**src/hdl/digit_pkg.sv**
```systemverilog
package digit_pkg;

    // ------------------------------------------------------------------------
    // grid and classifier constants
    // ------------------------------------------------------------------------
    localparam int GRID        = 28;           // bitmap side, cells
    localparam int GRID_CELLS  = GRID * GRID;  // 784 bits
    localparam int NUM_CLASSES = 10;           // one bit per digit
    localparam int LUMA_THRESH = 400;          // dark pixel below this

    // ------------------------------------------------------------------------
    // pixel and sync types
    // ------------------------------------------------------------------------
    typedef struct packed {
        logic [4:0] red;
        logic [5:0] green;
        logic [4:0] blue;
    } rgb565_t;

    // camera side, 18 bits
    typedef struct packed {
        logic    vsync;   // high through active frame
        logic    de;      // active pixel
        rgb565_t pixel;
    } cam_pixel_t;

    typedef struct packed {
        logic hs;
        logic vs;
        logic de;
    } video_sync_t;

    typedef struct packed {
        logic [7:0] red;
        logic [7:0] green;
        logic [7:0] blue;
    } rgb888_t;

    typedef logic [GRID_CELLS-1:0]  digit_bitmap_t;  // bit row*GRID+col
    typedef logic [NUM_CLASSES-1:0] class_vec_t;     // bit k = strip cell k

    // luma field: top ten bits of the red/blue swapped word,
    // i.e. blue then green[5:1]
    function automatic logic [9:0] luma_of(rgb565_t p);
        logic [15:0] swapped;
        swapped = {p.blue, p.green, p.red};
        return swapped[15:6];
    endfunction

endpackage

```
**src/hdl/cam_sampler.sv**
```systemverilog
`timescale 1ns/1ps

module cam_sampler #(
    parameter int CAM_CELL_SHIFT = 4
) (
    input  logic                    video_clk,
    input  logic                    rst_n,
    input  digit_pkg::cam_pixel_t   cam_in,
    input  logic                    link_idle,
    output digit_pkg::digit_bitmap_t digit_img,
    output logic                    frame_latched
);
    import digit_pkg::*;

    localparam int CELL_MASK = (1 << CAM_CELL_SHIFT) - 1;

    logic          prev_de;
    logic          prev_vsync;
    logic [11:0]   cam_x;       // de cycles in line
    logic [10:0]   cam_y;       // lines in frame
    logic          sample_hit;
    logic          dark;
    logic          vsync_fall;
    digit_bitmap_t bin_shr;     // raster-order samples

    // ------------------------------------------------------------------------
    // column / line counters
    // ------------------------------------------------------------------------
    always_ff @(posedge video_clk or negedge rst_n) begin
        if (!rst_n) begin
            prev_de    <= 1'b0;
            prev_vsync <= 1'b0;
            cam_x      <= '0;
            cam_y      <= '0;
        end else begin
            prev_de    <= cam_in.de;
            prev_vsync <= cam_in.vsync;
            cam_x      <= cam_in.de ? cam_x + 12'd1 : 12'd0;
            if (!cam_in.vsync) begin
                cam_y <= '0;                    // blanking
            end else if (prev_de && !cam_in.de) begin
                cam_y <= cam_y + 11'd1;         // end of line
            end
        end
    end

    // thinning: grid-aligned pixel inside the 28x28 window
    assign sample_hit = cam_in.de
                     && ((cam_x & CELL_MASK) == 0)
                     && ((cam_y & CELL_MASK) == 0)
                     && ((cam_x >> CAM_CELL_SHIFT) < GRID)
                     && ((cam_y >> CAM_CELL_SHIFT) < GRID);

    assign dark       = luma_of(cam_in.pixel) < LUMA_THRESH;
    assign vsync_fall = prev_vsync && !cam_in.vsync;

    // new bit enters at the top, first sample drifts down to bit 0
    always_ff @(posedge video_clk) begin
        if (sample_hit) begin
            bin_shr <= {dark, bin_shr[GRID_CELLS-1:1]};
        end
    end

    // ------------------------------------------------------------------------
    // frame latch, skipped while the handshake is open
    // ------------------------------------------------------------------------
    always_ff @(posedge video_clk or negedge rst_n) begin
        if (!rst_n) begin
            digit_img     <= '0;
            frame_latched <= 1'b0;
        end else begin
            frame_latched <= 1'b0;
            if (vsync_fall && link_idle) begin
                digit_img     <= bin_shr;
                frame_latched <= 1'b1;          // kicks class_link
            end
        end
    end

endmodule

```
**src/hdl/class_link.sv**
```systemverilog
`timescale 1ns/1ps

module class_link (
    input  logic                  video_clk,
    input  logic                  rst_n,
    input  logic                  frame_latched,
    output logic                  img_req,
    input  logic                  img_ack,
    input  digit_pkg::class_vec_t class_in,
    output digit_pkg::class_vec_t class_result,
    output logic                  link_idle
);
    import digit_pkg::*;

    // four-phase requester states
    typedef enum logic [1:0] {
        ST_IDLE,    // req low, ack low
        ST_REQ,     // req high until ack
        ST_DROP     // req low, wait for ack to fall
    } link_state_t;

    link_state_t state;

    always_ff @(posedge video_clk or negedge rst_n) begin
        if (!rst_n) begin
            state        <= ST_IDLE;
            class_result <= '0;
        end else begin
            case (state)
                ST_IDLE: begin
                    if (frame_latched) begin
                        state <= ST_REQ;
                    end
                end
                ST_REQ: begin
                    if (img_ack) begin
                        class_result <= class_in;   // valid with ack
                        state        <= ST_DROP;
                    end
                end
                ST_DROP: begin
                    if (!img_ack) begin
                        state <= ST_IDLE;
                    end
                end
                default: state <= ST_IDLE;
            endcase
        end
    end

    assign img_req   = (state == ST_REQ);
    assign link_idle = (state == ST_IDLE) && !img_ack;  // both wires low

endmodule

```
**src/hdl/video_timing.sv**
```systemverilog
`timescale 1ns/1ps

module video_timing #(
    parameter int H_ACTIVE = 1280,
    parameter int H_FRONT  = 110,
    parameter int H_SYNC   = 40,
    parameter int H_BACK   = 220,
    parameter int V_ACTIVE = 720,
    parameter int V_FRONT  = 5,
    parameter int V_SYNC   = 5,
    parameter int V_BACK   = 20
) (
    input  logic                   video_clk,
    input  logic                   rst_n,
    output digit_pkg::video_sync_t raw_sync,
    output logic [11:0]            pix_x,
    output logic [10:0]            pix_y
);
    import digit_pkg::*;

    localparam int H_TOTAL   = H_ACTIVE + H_FRONT + H_SYNC + H_BACK;
    localparam int V_TOTAL   = V_ACTIVE + V_FRONT + V_SYNC + V_BACK;
    localparam int H_SYNC_ON = H_ACTIVE + H_FRONT;   // sync after front porch
    localparam int V_SYNC_ON = V_ACTIVE + V_FRONT;

    logic [11:0] h_cnt;
    logic [10:0] v_cnt;

    // ------------------------------------------------------------------------
    // raster counters, active area first
    // ------------------------------------------------------------------------
    always_ff @(posedge video_clk or negedge rst_n) begin
        if (!rst_n) begin
            h_cnt <= '0;
            v_cnt <= '0;
        end else if (h_cnt == H_TOTAL - 1) begin
            h_cnt <= '0;
            if (v_cnt == V_TOTAL - 1) begin
                v_cnt <= '0;                    // wrap frame
            end else begin
                v_cnt <= v_cnt + 11'd1;
            end
        end else begin
            h_cnt <= h_cnt + 12'd1;
        end
    end

    // sync decode, all active high
    always_comb begin
        raw_sync.de = (h_cnt < H_ACTIVE) && (v_cnt < V_ACTIVE);
        raw_sync.hs = (h_cnt >= H_SYNC_ON) && (h_cnt < H_SYNC_ON + H_SYNC);
        raw_sync.vs = (v_cnt >= V_SYNC_ON) && (v_cnt < V_SYNC_ON + V_SYNC);
    end

    // coordinates only meaningful while de
    assign pix_x = h_cnt;
    assign pix_y = v_cnt;

endmodule

```
**src/hdl/overlay_mixer.sv**
```systemverilog
`timescale 1ns/1ps

module overlay_mixer #(
    parameter int DISP_CELL_SHIFT = 4,
    parameter int BIN_X           = 50,
    parameter int BIN_Y           = 1,
    parameter int CLASS_X         = 1,
    parameter int CLASS_Y         = 18
) (
    input  logic                     video_clk,
    input  logic                     rst_n,
    input  digit_pkg::video_sync_t   raw_sync,
    input  logic [11:0]              pix_x,
    input  logic [10:0]              pix_y,
    input  digit_pkg::digit_bitmap_t digit_img,
    input  digit_pkg::class_vec_t    class_result,
    output digit_pkg::video_sync_t   video_sync,
    output digit_pkg::rgb888_t       video_rgb
);
    import digit_pkg::*;

    localparam int CLASS_SHIFT = DISP_CELL_SHIFT + 1;  // strip cells twice as big

    logic [11:0] bin_cx;        // bitmap cell coords
    logic [10:0] bin_cy;
    logic [11:0] cls_cx;        // strip cell coords
    logic [10:0] cls_cy;
    logic        in_bin;
    logic        in_cls;
    logic [4:0]  bin_row;
    logic [4:0]  bin_col;
    logic [9:0]  bin_idx;
    logic [3:0]  cls_idx;
    logic        cell_on;
    rgb888_t     rgb_next;

    // ------------------------------------------------------------------------
    // region tests
    // ------------------------------------------------------------------------
    assign bin_cx = pix_x >> DISP_CELL_SHIFT;
    assign bin_cy = pix_y >> DISP_CELL_SHIFT;
    assign cls_cx = pix_x >> CLASS_SHIFT;
    assign cls_cy = pix_y >> CLASS_SHIFT;

    assign in_bin = (bin_cx >= BIN_X) && (bin_cx < BIN_X + GRID)
                 && (bin_cy >= BIN_Y) && (bin_cy < BIN_Y + GRID);
    assign in_cls = (cls_cx >= CLASS_X) && (cls_cx < CLASS_X + NUM_CLASSES)
                 && (cls_cy == CLASS_Y);   // one cell high

    // offsets into bitmap / strip, only valid inside their region
    assign bin_row = 5'(bin_cy - 11'(BIN_Y));
    assign bin_col = 5'(bin_cx - 12'(BIN_X));
    assign bin_idx = 10'(bin_row) * 10'(GRID) + 10'(bin_col);
    assign cls_idx = 4'(cls_cx - 12'(CLASS_X));

    // ------------------------------------------------------------------------
    // pixel select
    // ------------------------------------------------------------------------
    always_comb begin
        cell_on  = 1'b0;
        rgb_next = '0;                          // black outside de
        if (raw_sync.de) begin
            if (in_bin) begin                   // bitmap wins over strip
                cell_on  = digit_img[bin_idx];
                rgb_next = {24{cell_on}};
            end else if (in_cls) begin
                cell_on  = class_result[cls_idx];
                rgb_next = {24{cell_on}};
            end else begin
                // gradient background
                rgb_next.red   = pix_x[7:0];
                rgb_next.green = pix_y[7:0];
                rgb_next.blue  = 8'hff;
            end
        end
    end

    // colour and sync leave together, one cycle behind raw timing
    always_ff @(posedge video_clk or negedge rst_n) begin
        if (!rst_n) begin
            video_sync <= '0;
            video_rgb  <= '0;
        end else begin
            video_sync <= raw_sync;
            video_rgb  <= rgb_next;
        end
    end

endmodule

```
**src/hdl/digit_overlay_top.sv**
```systemverilog
`timescale 1ns/1ps

module digit_overlay_top #(
    parameter int CAM_CELL_SHIFT  = 4,
    parameter int DISP_CELL_SHIFT = 4,
    parameter int BIN_X           = 50,
    parameter int BIN_Y           = 1,
    parameter int CLASS_X         = 1,
    parameter int CLASS_Y         = 18,
    parameter int H_ACTIVE        = 1280,
    parameter int H_FRONT         = 110,
    parameter int H_SYNC          = 40,
    parameter int H_BACK          = 220,
    parameter int V_ACTIVE        = 720,
    parameter int V_FRONT         = 5,
    parameter int V_SYNC          = 5,
    parameter int V_BACK          = 20
) (
    input  logic                     video_clk,
    input  logic                     rst_n,
    input  digit_pkg::cam_pixel_t    cam_in,
    output logic                     img_req,
    input  logic                     img_ack,
    input  digit_pkg::class_vec_t    class_in,
    output digit_pkg::digit_bitmap_t digit_img,
    output digit_pkg::video_sync_t   video_sync,
    output digit_pkg::rgb888_t       video_rgb
);
    import digit_pkg::*;

    logic        link_idle;
    logic        frame_latched;
    class_vec_t  class_result;
    video_sync_t raw_sync;
    logic [11:0] pix_x;
    logic [10:0] pix_y;

    // ------------------------------------------------------------------------
    // capture side
    // ------------------------------------------------------------------------
    cam_sampler #(
        .CAM_CELL_SHIFT (CAM_CELL_SHIFT)
    ) i_cam_sampler (
        .video_clk     (video_clk),
        .rst_n         (rst_n),
        .cam_in        (cam_in),
        .link_idle     (link_idle),
        .digit_img     (digit_img),
        .frame_latched (frame_latched)
    );

    class_link i_class_link (
        .video_clk     (video_clk),
        .rst_n         (rst_n),
        .frame_latched (frame_latched),
        .img_req       (img_req),
        .img_ack       (img_ack),
        .class_in      (class_in),
        .class_result  (class_result),
        .link_idle     (link_idle)
    );

    // ------------------------------------------------------------------------
    // display side
    // ------------------------------------------------------------------------
    video_timing #(
        .H_ACTIVE (H_ACTIVE), .H_FRONT (H_FRONT), .H_SYNC (H_SYNC), .H_BACK (H_BACK),
        .V_ACTIVE (V_ACTIVE), .V_FRONT (V_FRONT), .V_SYNC (V_SYNC), .V_BACK (V_BACK)
    ) i_video_timing (
        .video_clk (video_clk),
        .rst_n     (rst_n),
        .raw_sync  (raw_sync),
        .pix_x     (pix_x),
        .pix_y     (pix_y)
    );

    overlay_mixer #(
        .DISP_CELL_SHIFT (DISP_CELL_SHIFT),
        .BIN_X           (BIN_X),
        .BIN_Y           (BIN_Y),
        .CLASS_X         (CLASS_X),
        .CLASS_Y         (CLASS_Y)
    ) i_overlay_mixer (
        .video_clk    (video_clk),
        .rst_n        (rst_n),
        .raw_sync     (raw_sync),
        .pix_x        (pix_x),
        .pix_y        (pix_y),
        .digit_img    (digit_img),
        .class_result (class_result),
        .video_sync   (video_sync),
        .video_rgb    (video_rgb)
    );

endmodule

```
**config.mk**
```make
export PLATFORM = sky130hd
export DESIGN_NAME = digit_overlay_top
export DESIGN_NICKNAME = d
export VERILOG_FILES = /design/src/hdl/digit_pkg.sv /design/src/hdl/cam_sampler.sv /design/src/hdl/class_link.sv /design/src/hdl/video_timing.sv /design/src/hdl/overlay_mixer.sv /design/src/hdl/digit_overlay_top.sv
export SDC_FILE = /design/constraint.sdc
export NUM_CORES = 2
export LEC_CHECK = 0
export ABC_AREA = 1
export BUFFER_PORTS_ARGS = -buffer_cell sky130_fd_sc_hd__buf_4
export CORE_UTILIZATION = 55
export CTS_CLUSTER_DIAMETER = 100
export DETAILED_ROUTE_END_ITERATION = 12
export PLACE_DENSITY = 0.86
export SYNTH_ARGS = -nofsm -noshare
export SYNTH_HDL_FRONTEND = slang
export SYNTH_SLANG_ARGS = --single-unit
```
**constraint.sdc**
```tcl
create_clock -name video_clk -period 85 [get_ports video_clk]
set_input_delay 8.5 -clock video_clk [delete_from_list [all_inputs] [get_ports video_clk]]
set_output_delay 8.5 -clock video_clk [all_outputs]
set_load 0.01 [all_outputs]
```
==> reports/results.env <==
FINAL-HOLD-VIOLATION-COUNT=0
GRT_PASS1_VIAS=49930
SYNTHDISTINCTLIBCELLS=56
POWERDENSITY_mW_PER_MM2=29.86
CTS_HOLD_BUF=0
SYN-INSTANCE-COUNT=6222
FIRST_PASS_ITERS=7
FINAL_COMMON_CELL='nand2_1'
SYN_AVG_CELL_AREA_UM2=10.43
CLKLATENCYLATEPIN_NS=0.78
ROWS=125
RSZ_0062_RAISED_AFTER_GLOBAL_ROUTING='false'
WL_PER_CELL_UM=24.07
MOST_FREQUENT_CELLS_IN_THE_LAYOUT='nand2_1 (2,553), buf_4 (884), dfrtp_1 (864), edfxtp_1 (784), nand3_1 (480)'
PLACE_WS_NS=71.72
CTS_SETUP_BUFFERS=0
MAXIMUM_NET_FANOUT_ON_THE_CRITICAL_PATH=171
WIRELENGTH_UM=207100
GRT_FIRST_PASS_WIRELENGTH_UM=309100
DETAIL_ROUTE.ITER0.VIOLATIONS=6645
H-TREE-DEPTH=4
PLACE.GP.CONGESTION=0.9283
POST_ROUTE_CELLS_DRIVE_ABOVE_1_SHARE_PCT=17.00
SETUP_VIOL=0
CLK_ROOT_BUFFER_CELL='clkbuf_16'
GROUTE.USAGE.OVERALL_PCT=34.44
POST-SYNTH-TOP-AREA-FRACTION_PCT=36.26
STARTPOINT_TYPES='input port'
CLK_PIN_SLEW_NS=0.06
NUMBER_OF_FLOPS_MAPPED_TO_ENABLE_CELLS_BY_YOSYS=784
POST_SYNTH_INSTANCE_AREA_MM2=0.06493
CRIT_TYPE='input port to flip-flop'
MET2_ROUTED_WIRELENGTH_UM=92970
HP-CLASS='flip-flop to flip-flop'
FINISH.NET_COUNT=7002
RRSETUPSLACK_NS=78.99
FINAL_CORE_UTILIZATION_PCT=66.52
MIN_PERIOD_NS=12.59
RUN_STATUS='complete, no violations'
NFILLCELLS=7986
SYNTHARSTFLOPSHARE_PCT=52.46
CTS-BUFFERS-INSERTED=163
OVERFLOW=0
PEAK_FREQ_MHz=79.46
TIMING.FINAL.CRIT_SHARE_PCT=14.81
SYNTH_FF_TYPE='dfrtp_1'
DRT-VIAS-PER-INSTANCE=5.892
P_LEAK_nW=32.29
FIN_HOLD_WS_NS=0.4280
CTS.REPAIR.RESIZED=0
DRC=0
WORST_EP_ARRIVAL_TIME_NS=13.19
HEADROOM_TO_THE_MAX_SLEW_LIMIT_PCT=23.12
WORSTSETUPENDPOINT='i_cam_sampler.digit_img[248]'
WIRE_LENGTH_ON_MET1_UM=72400
TIGHTESTPINTRANSITION_NS=1.153
IR_WORST_VDD_V=0.00002505
SYNTH_SEQ_CELLS=1649
DIE_AREA_MM2=0.1194
YS_WARN_COUNT=0
PIN_COUNT_OF_THE_BIGGEST_NET_ENTERING_GLOBAL_ROUTING=228
FIN_WORST_SKEW_NS=0.04707
TRITONCTS_NUM_SINKS=1649
TRITONCTS='yes'
TIMING.CRITICAL_PATH.TO_TYPE='flip-flop'
CTS_BUFFER_DEPTH=3
PLACE_HPWL_UM=126600
DR_TOTAL_VIAS=50690
WORST-ENDPOINT-REQUIRED_NS=85.61
SYN_NETS=6286
TOTAL_POWER_mW=2.318
WORST_SLACK_SETUP_FINAL_NS=72.41
DRV_CAP=0
REG2REG_TO='i_overlay_mixer.video_rgb[12]'
FF2FF_PATH_DEPTH=16
YOSYSSEQAREASHARE_PCT=69.60
INITIAL_CORE_UTIL_PCT=55.65
TIMING.RR.START='i_video_timing.pix_x[5]'
IOPINCOUNT=843
IO_BUFFERS=832
CORE_MM2=0.1167
DIE_OUTLINE_WIDTH_UM=345.6
MAXSLEWVIOLCOUNT=0
TOPROUTINGLAYERUSED='met4'
ANTENNA_VIOLATING_NETS_POST_ROUTE=0
SETUP_TNS_NS=0
ANTENNA_FOUND_INITIAL=3
SYN2LAYOUT_AREA_GROWTH_PCT=19.54
SYNTH.LARGEST_AREA_CELL='edfxtp_1'
WL_MET3_UM=25740
SYNTH.AREA.TOP_CELLS='edfxtp_1 (36%), dfrtp_1 (33%), nand2_1 (15%)'
FP.DIEH_UM=345.6
CRIT_PATH_START='cam_in[17]'
logic make-up (layout without fill, tap and decap cells):
kind of cell / after synthesis / in the layout / synth area share, %
AND/OR/NAND/NOR: 3354 / 3354 / 20.80
XOR/XNOR: 17 / 17 / 0.2293
buffers and inverters: 683 / 1538 / 4.429
adder cells (fa/ha/maj): 33 / 33 / 0.6938
flip-flops: 1649 / 1649 / 69.60
AO/OA/AOI/OAI: 475 / 475 / 4.059
other: 0 / 2 / 0
multiplexers: 11 / 11 / 0.1889
power by group:
| part | switching [mW] | leakage, nW | internal, mW |
|---|---|---|---|
| Sequential | 0.108 | 15.0 | 0.959 |
| Combinational | 0.296 | 14.6 | 0.211 |
| Clock | 0.315 | 2.68 | 0.429 |
final cells by class:
class,instances,area (um2),share of cell area (%)
antenna,2,5.005,0.006448
sequential,1649,45190,58.23
inverter,343,1316,1.696
clock buffer,233,4648,5.989
clock inverter,71,865.8,1.116
timing repair buffer,891,6771,8.724
tap,1524,1907,2.457
multi-input combinational,3890,16910,21.79
through the flow:
step,area [um2],std cells
global route,77610,8601
floorplan,64930,6222
finish,77620,8603
global placement,72100,8297
CTS,77610,8601
detailed placement,72100,8297
worst min-delay path by stage:
| stage | startpoint | end | slack, ns | depth (start not counted) |
|---|---|---|---|---|
| 4_1_cts | i_cam_sampler.bin_shr[770] | i_cam_sampler.bin_shr[769] | 0.42 | 0 |
| 5_1_grt | i_cam_sampler.bin_shr[512] | i_cam_sampler.bin_shr[511] | 0.43 | 0 |
| 6_report | i_cam_sampler.bin_shr[275] | i_cam_sampler.bin_shr[274] | 0.43 | 0 |
| 3_5_place_dp | i_cam_sampler.bin_shr[321] | i_cam_sampler.bin_shr[320] | 0.43 | 0 |
| 3_3_place_gp | i_cam_sampler.bin_shr[477] | i_cam_sampler.bin_shr[476] | 0.43 | 0 |
| 2_1_floorplan | i_cam_sampler.bin_shr[1] | i_cam_sampler.bin_shr[0] | 0.43 | 0 |
cell usage after synthesis (3+ instances only):
master / number
nand2_1: 2553
dfrtp_1: 865
edfxtp_1: 784
nand3_1: 480
inv_1: 336
o21ai_0: 280
clkbuf_1: 205
nor2_1: 201
a21oi_1: 104
buf_2: 88
nand4_1: 62
o211ai_1: 37
ha_1: 28
buf_4: 20
nor3_1: 18
or2_2: 17
buf_6: 15
o2111ai_1: 14
a21oi_2: 11
buf_1: 11
mux2_2: 10
xor2_1: 9
xnor2_1: 8
fa_1: 5
nor4_1: 5
o21ai_1: 5
o22ai_1: 5
clkinv_1: 3
inv_2: 3
critical path, cell delays in order:
cell and delay (ns):
buf_4 0.15, inv_1 0.15, nand4_1 0.13, buf_4 0.44, inv_8 0.79, buf_4 0.89, buf_4 0.92, buf_4 0.79
o21ai_0 0.18
sequential cells by signal (all words and copies together) (netlist names):
name / cells
i_overlay_mixer.video_sync: 3
i_overlay_mixer.video_rgb: 17
i_video_timing.pix_y: 11
i_class_link.state: 2
i_cam_sampler.digit_img: 784
i_cam_sampler.prev_de: 1
i_class_link.class_result: 10
i_cam_sampler.cam_x: 12
i_cam_sampler.prev_vsync: 1
i_cam_sampler.frame_latched: 1
i_cam_sampler.bin_shr: 784
i_video_timing.pix_x: 12
i_cam_sampler.cam_y: 11
per-layer routing:
layer,up-vias,track usage (%)
met2,3514,51.80
met4,0,23.10
met5,-,0
met1,24620,43.22
li1,21730,-
met3,819,10.50
Power figures use the tool's default switching activity.
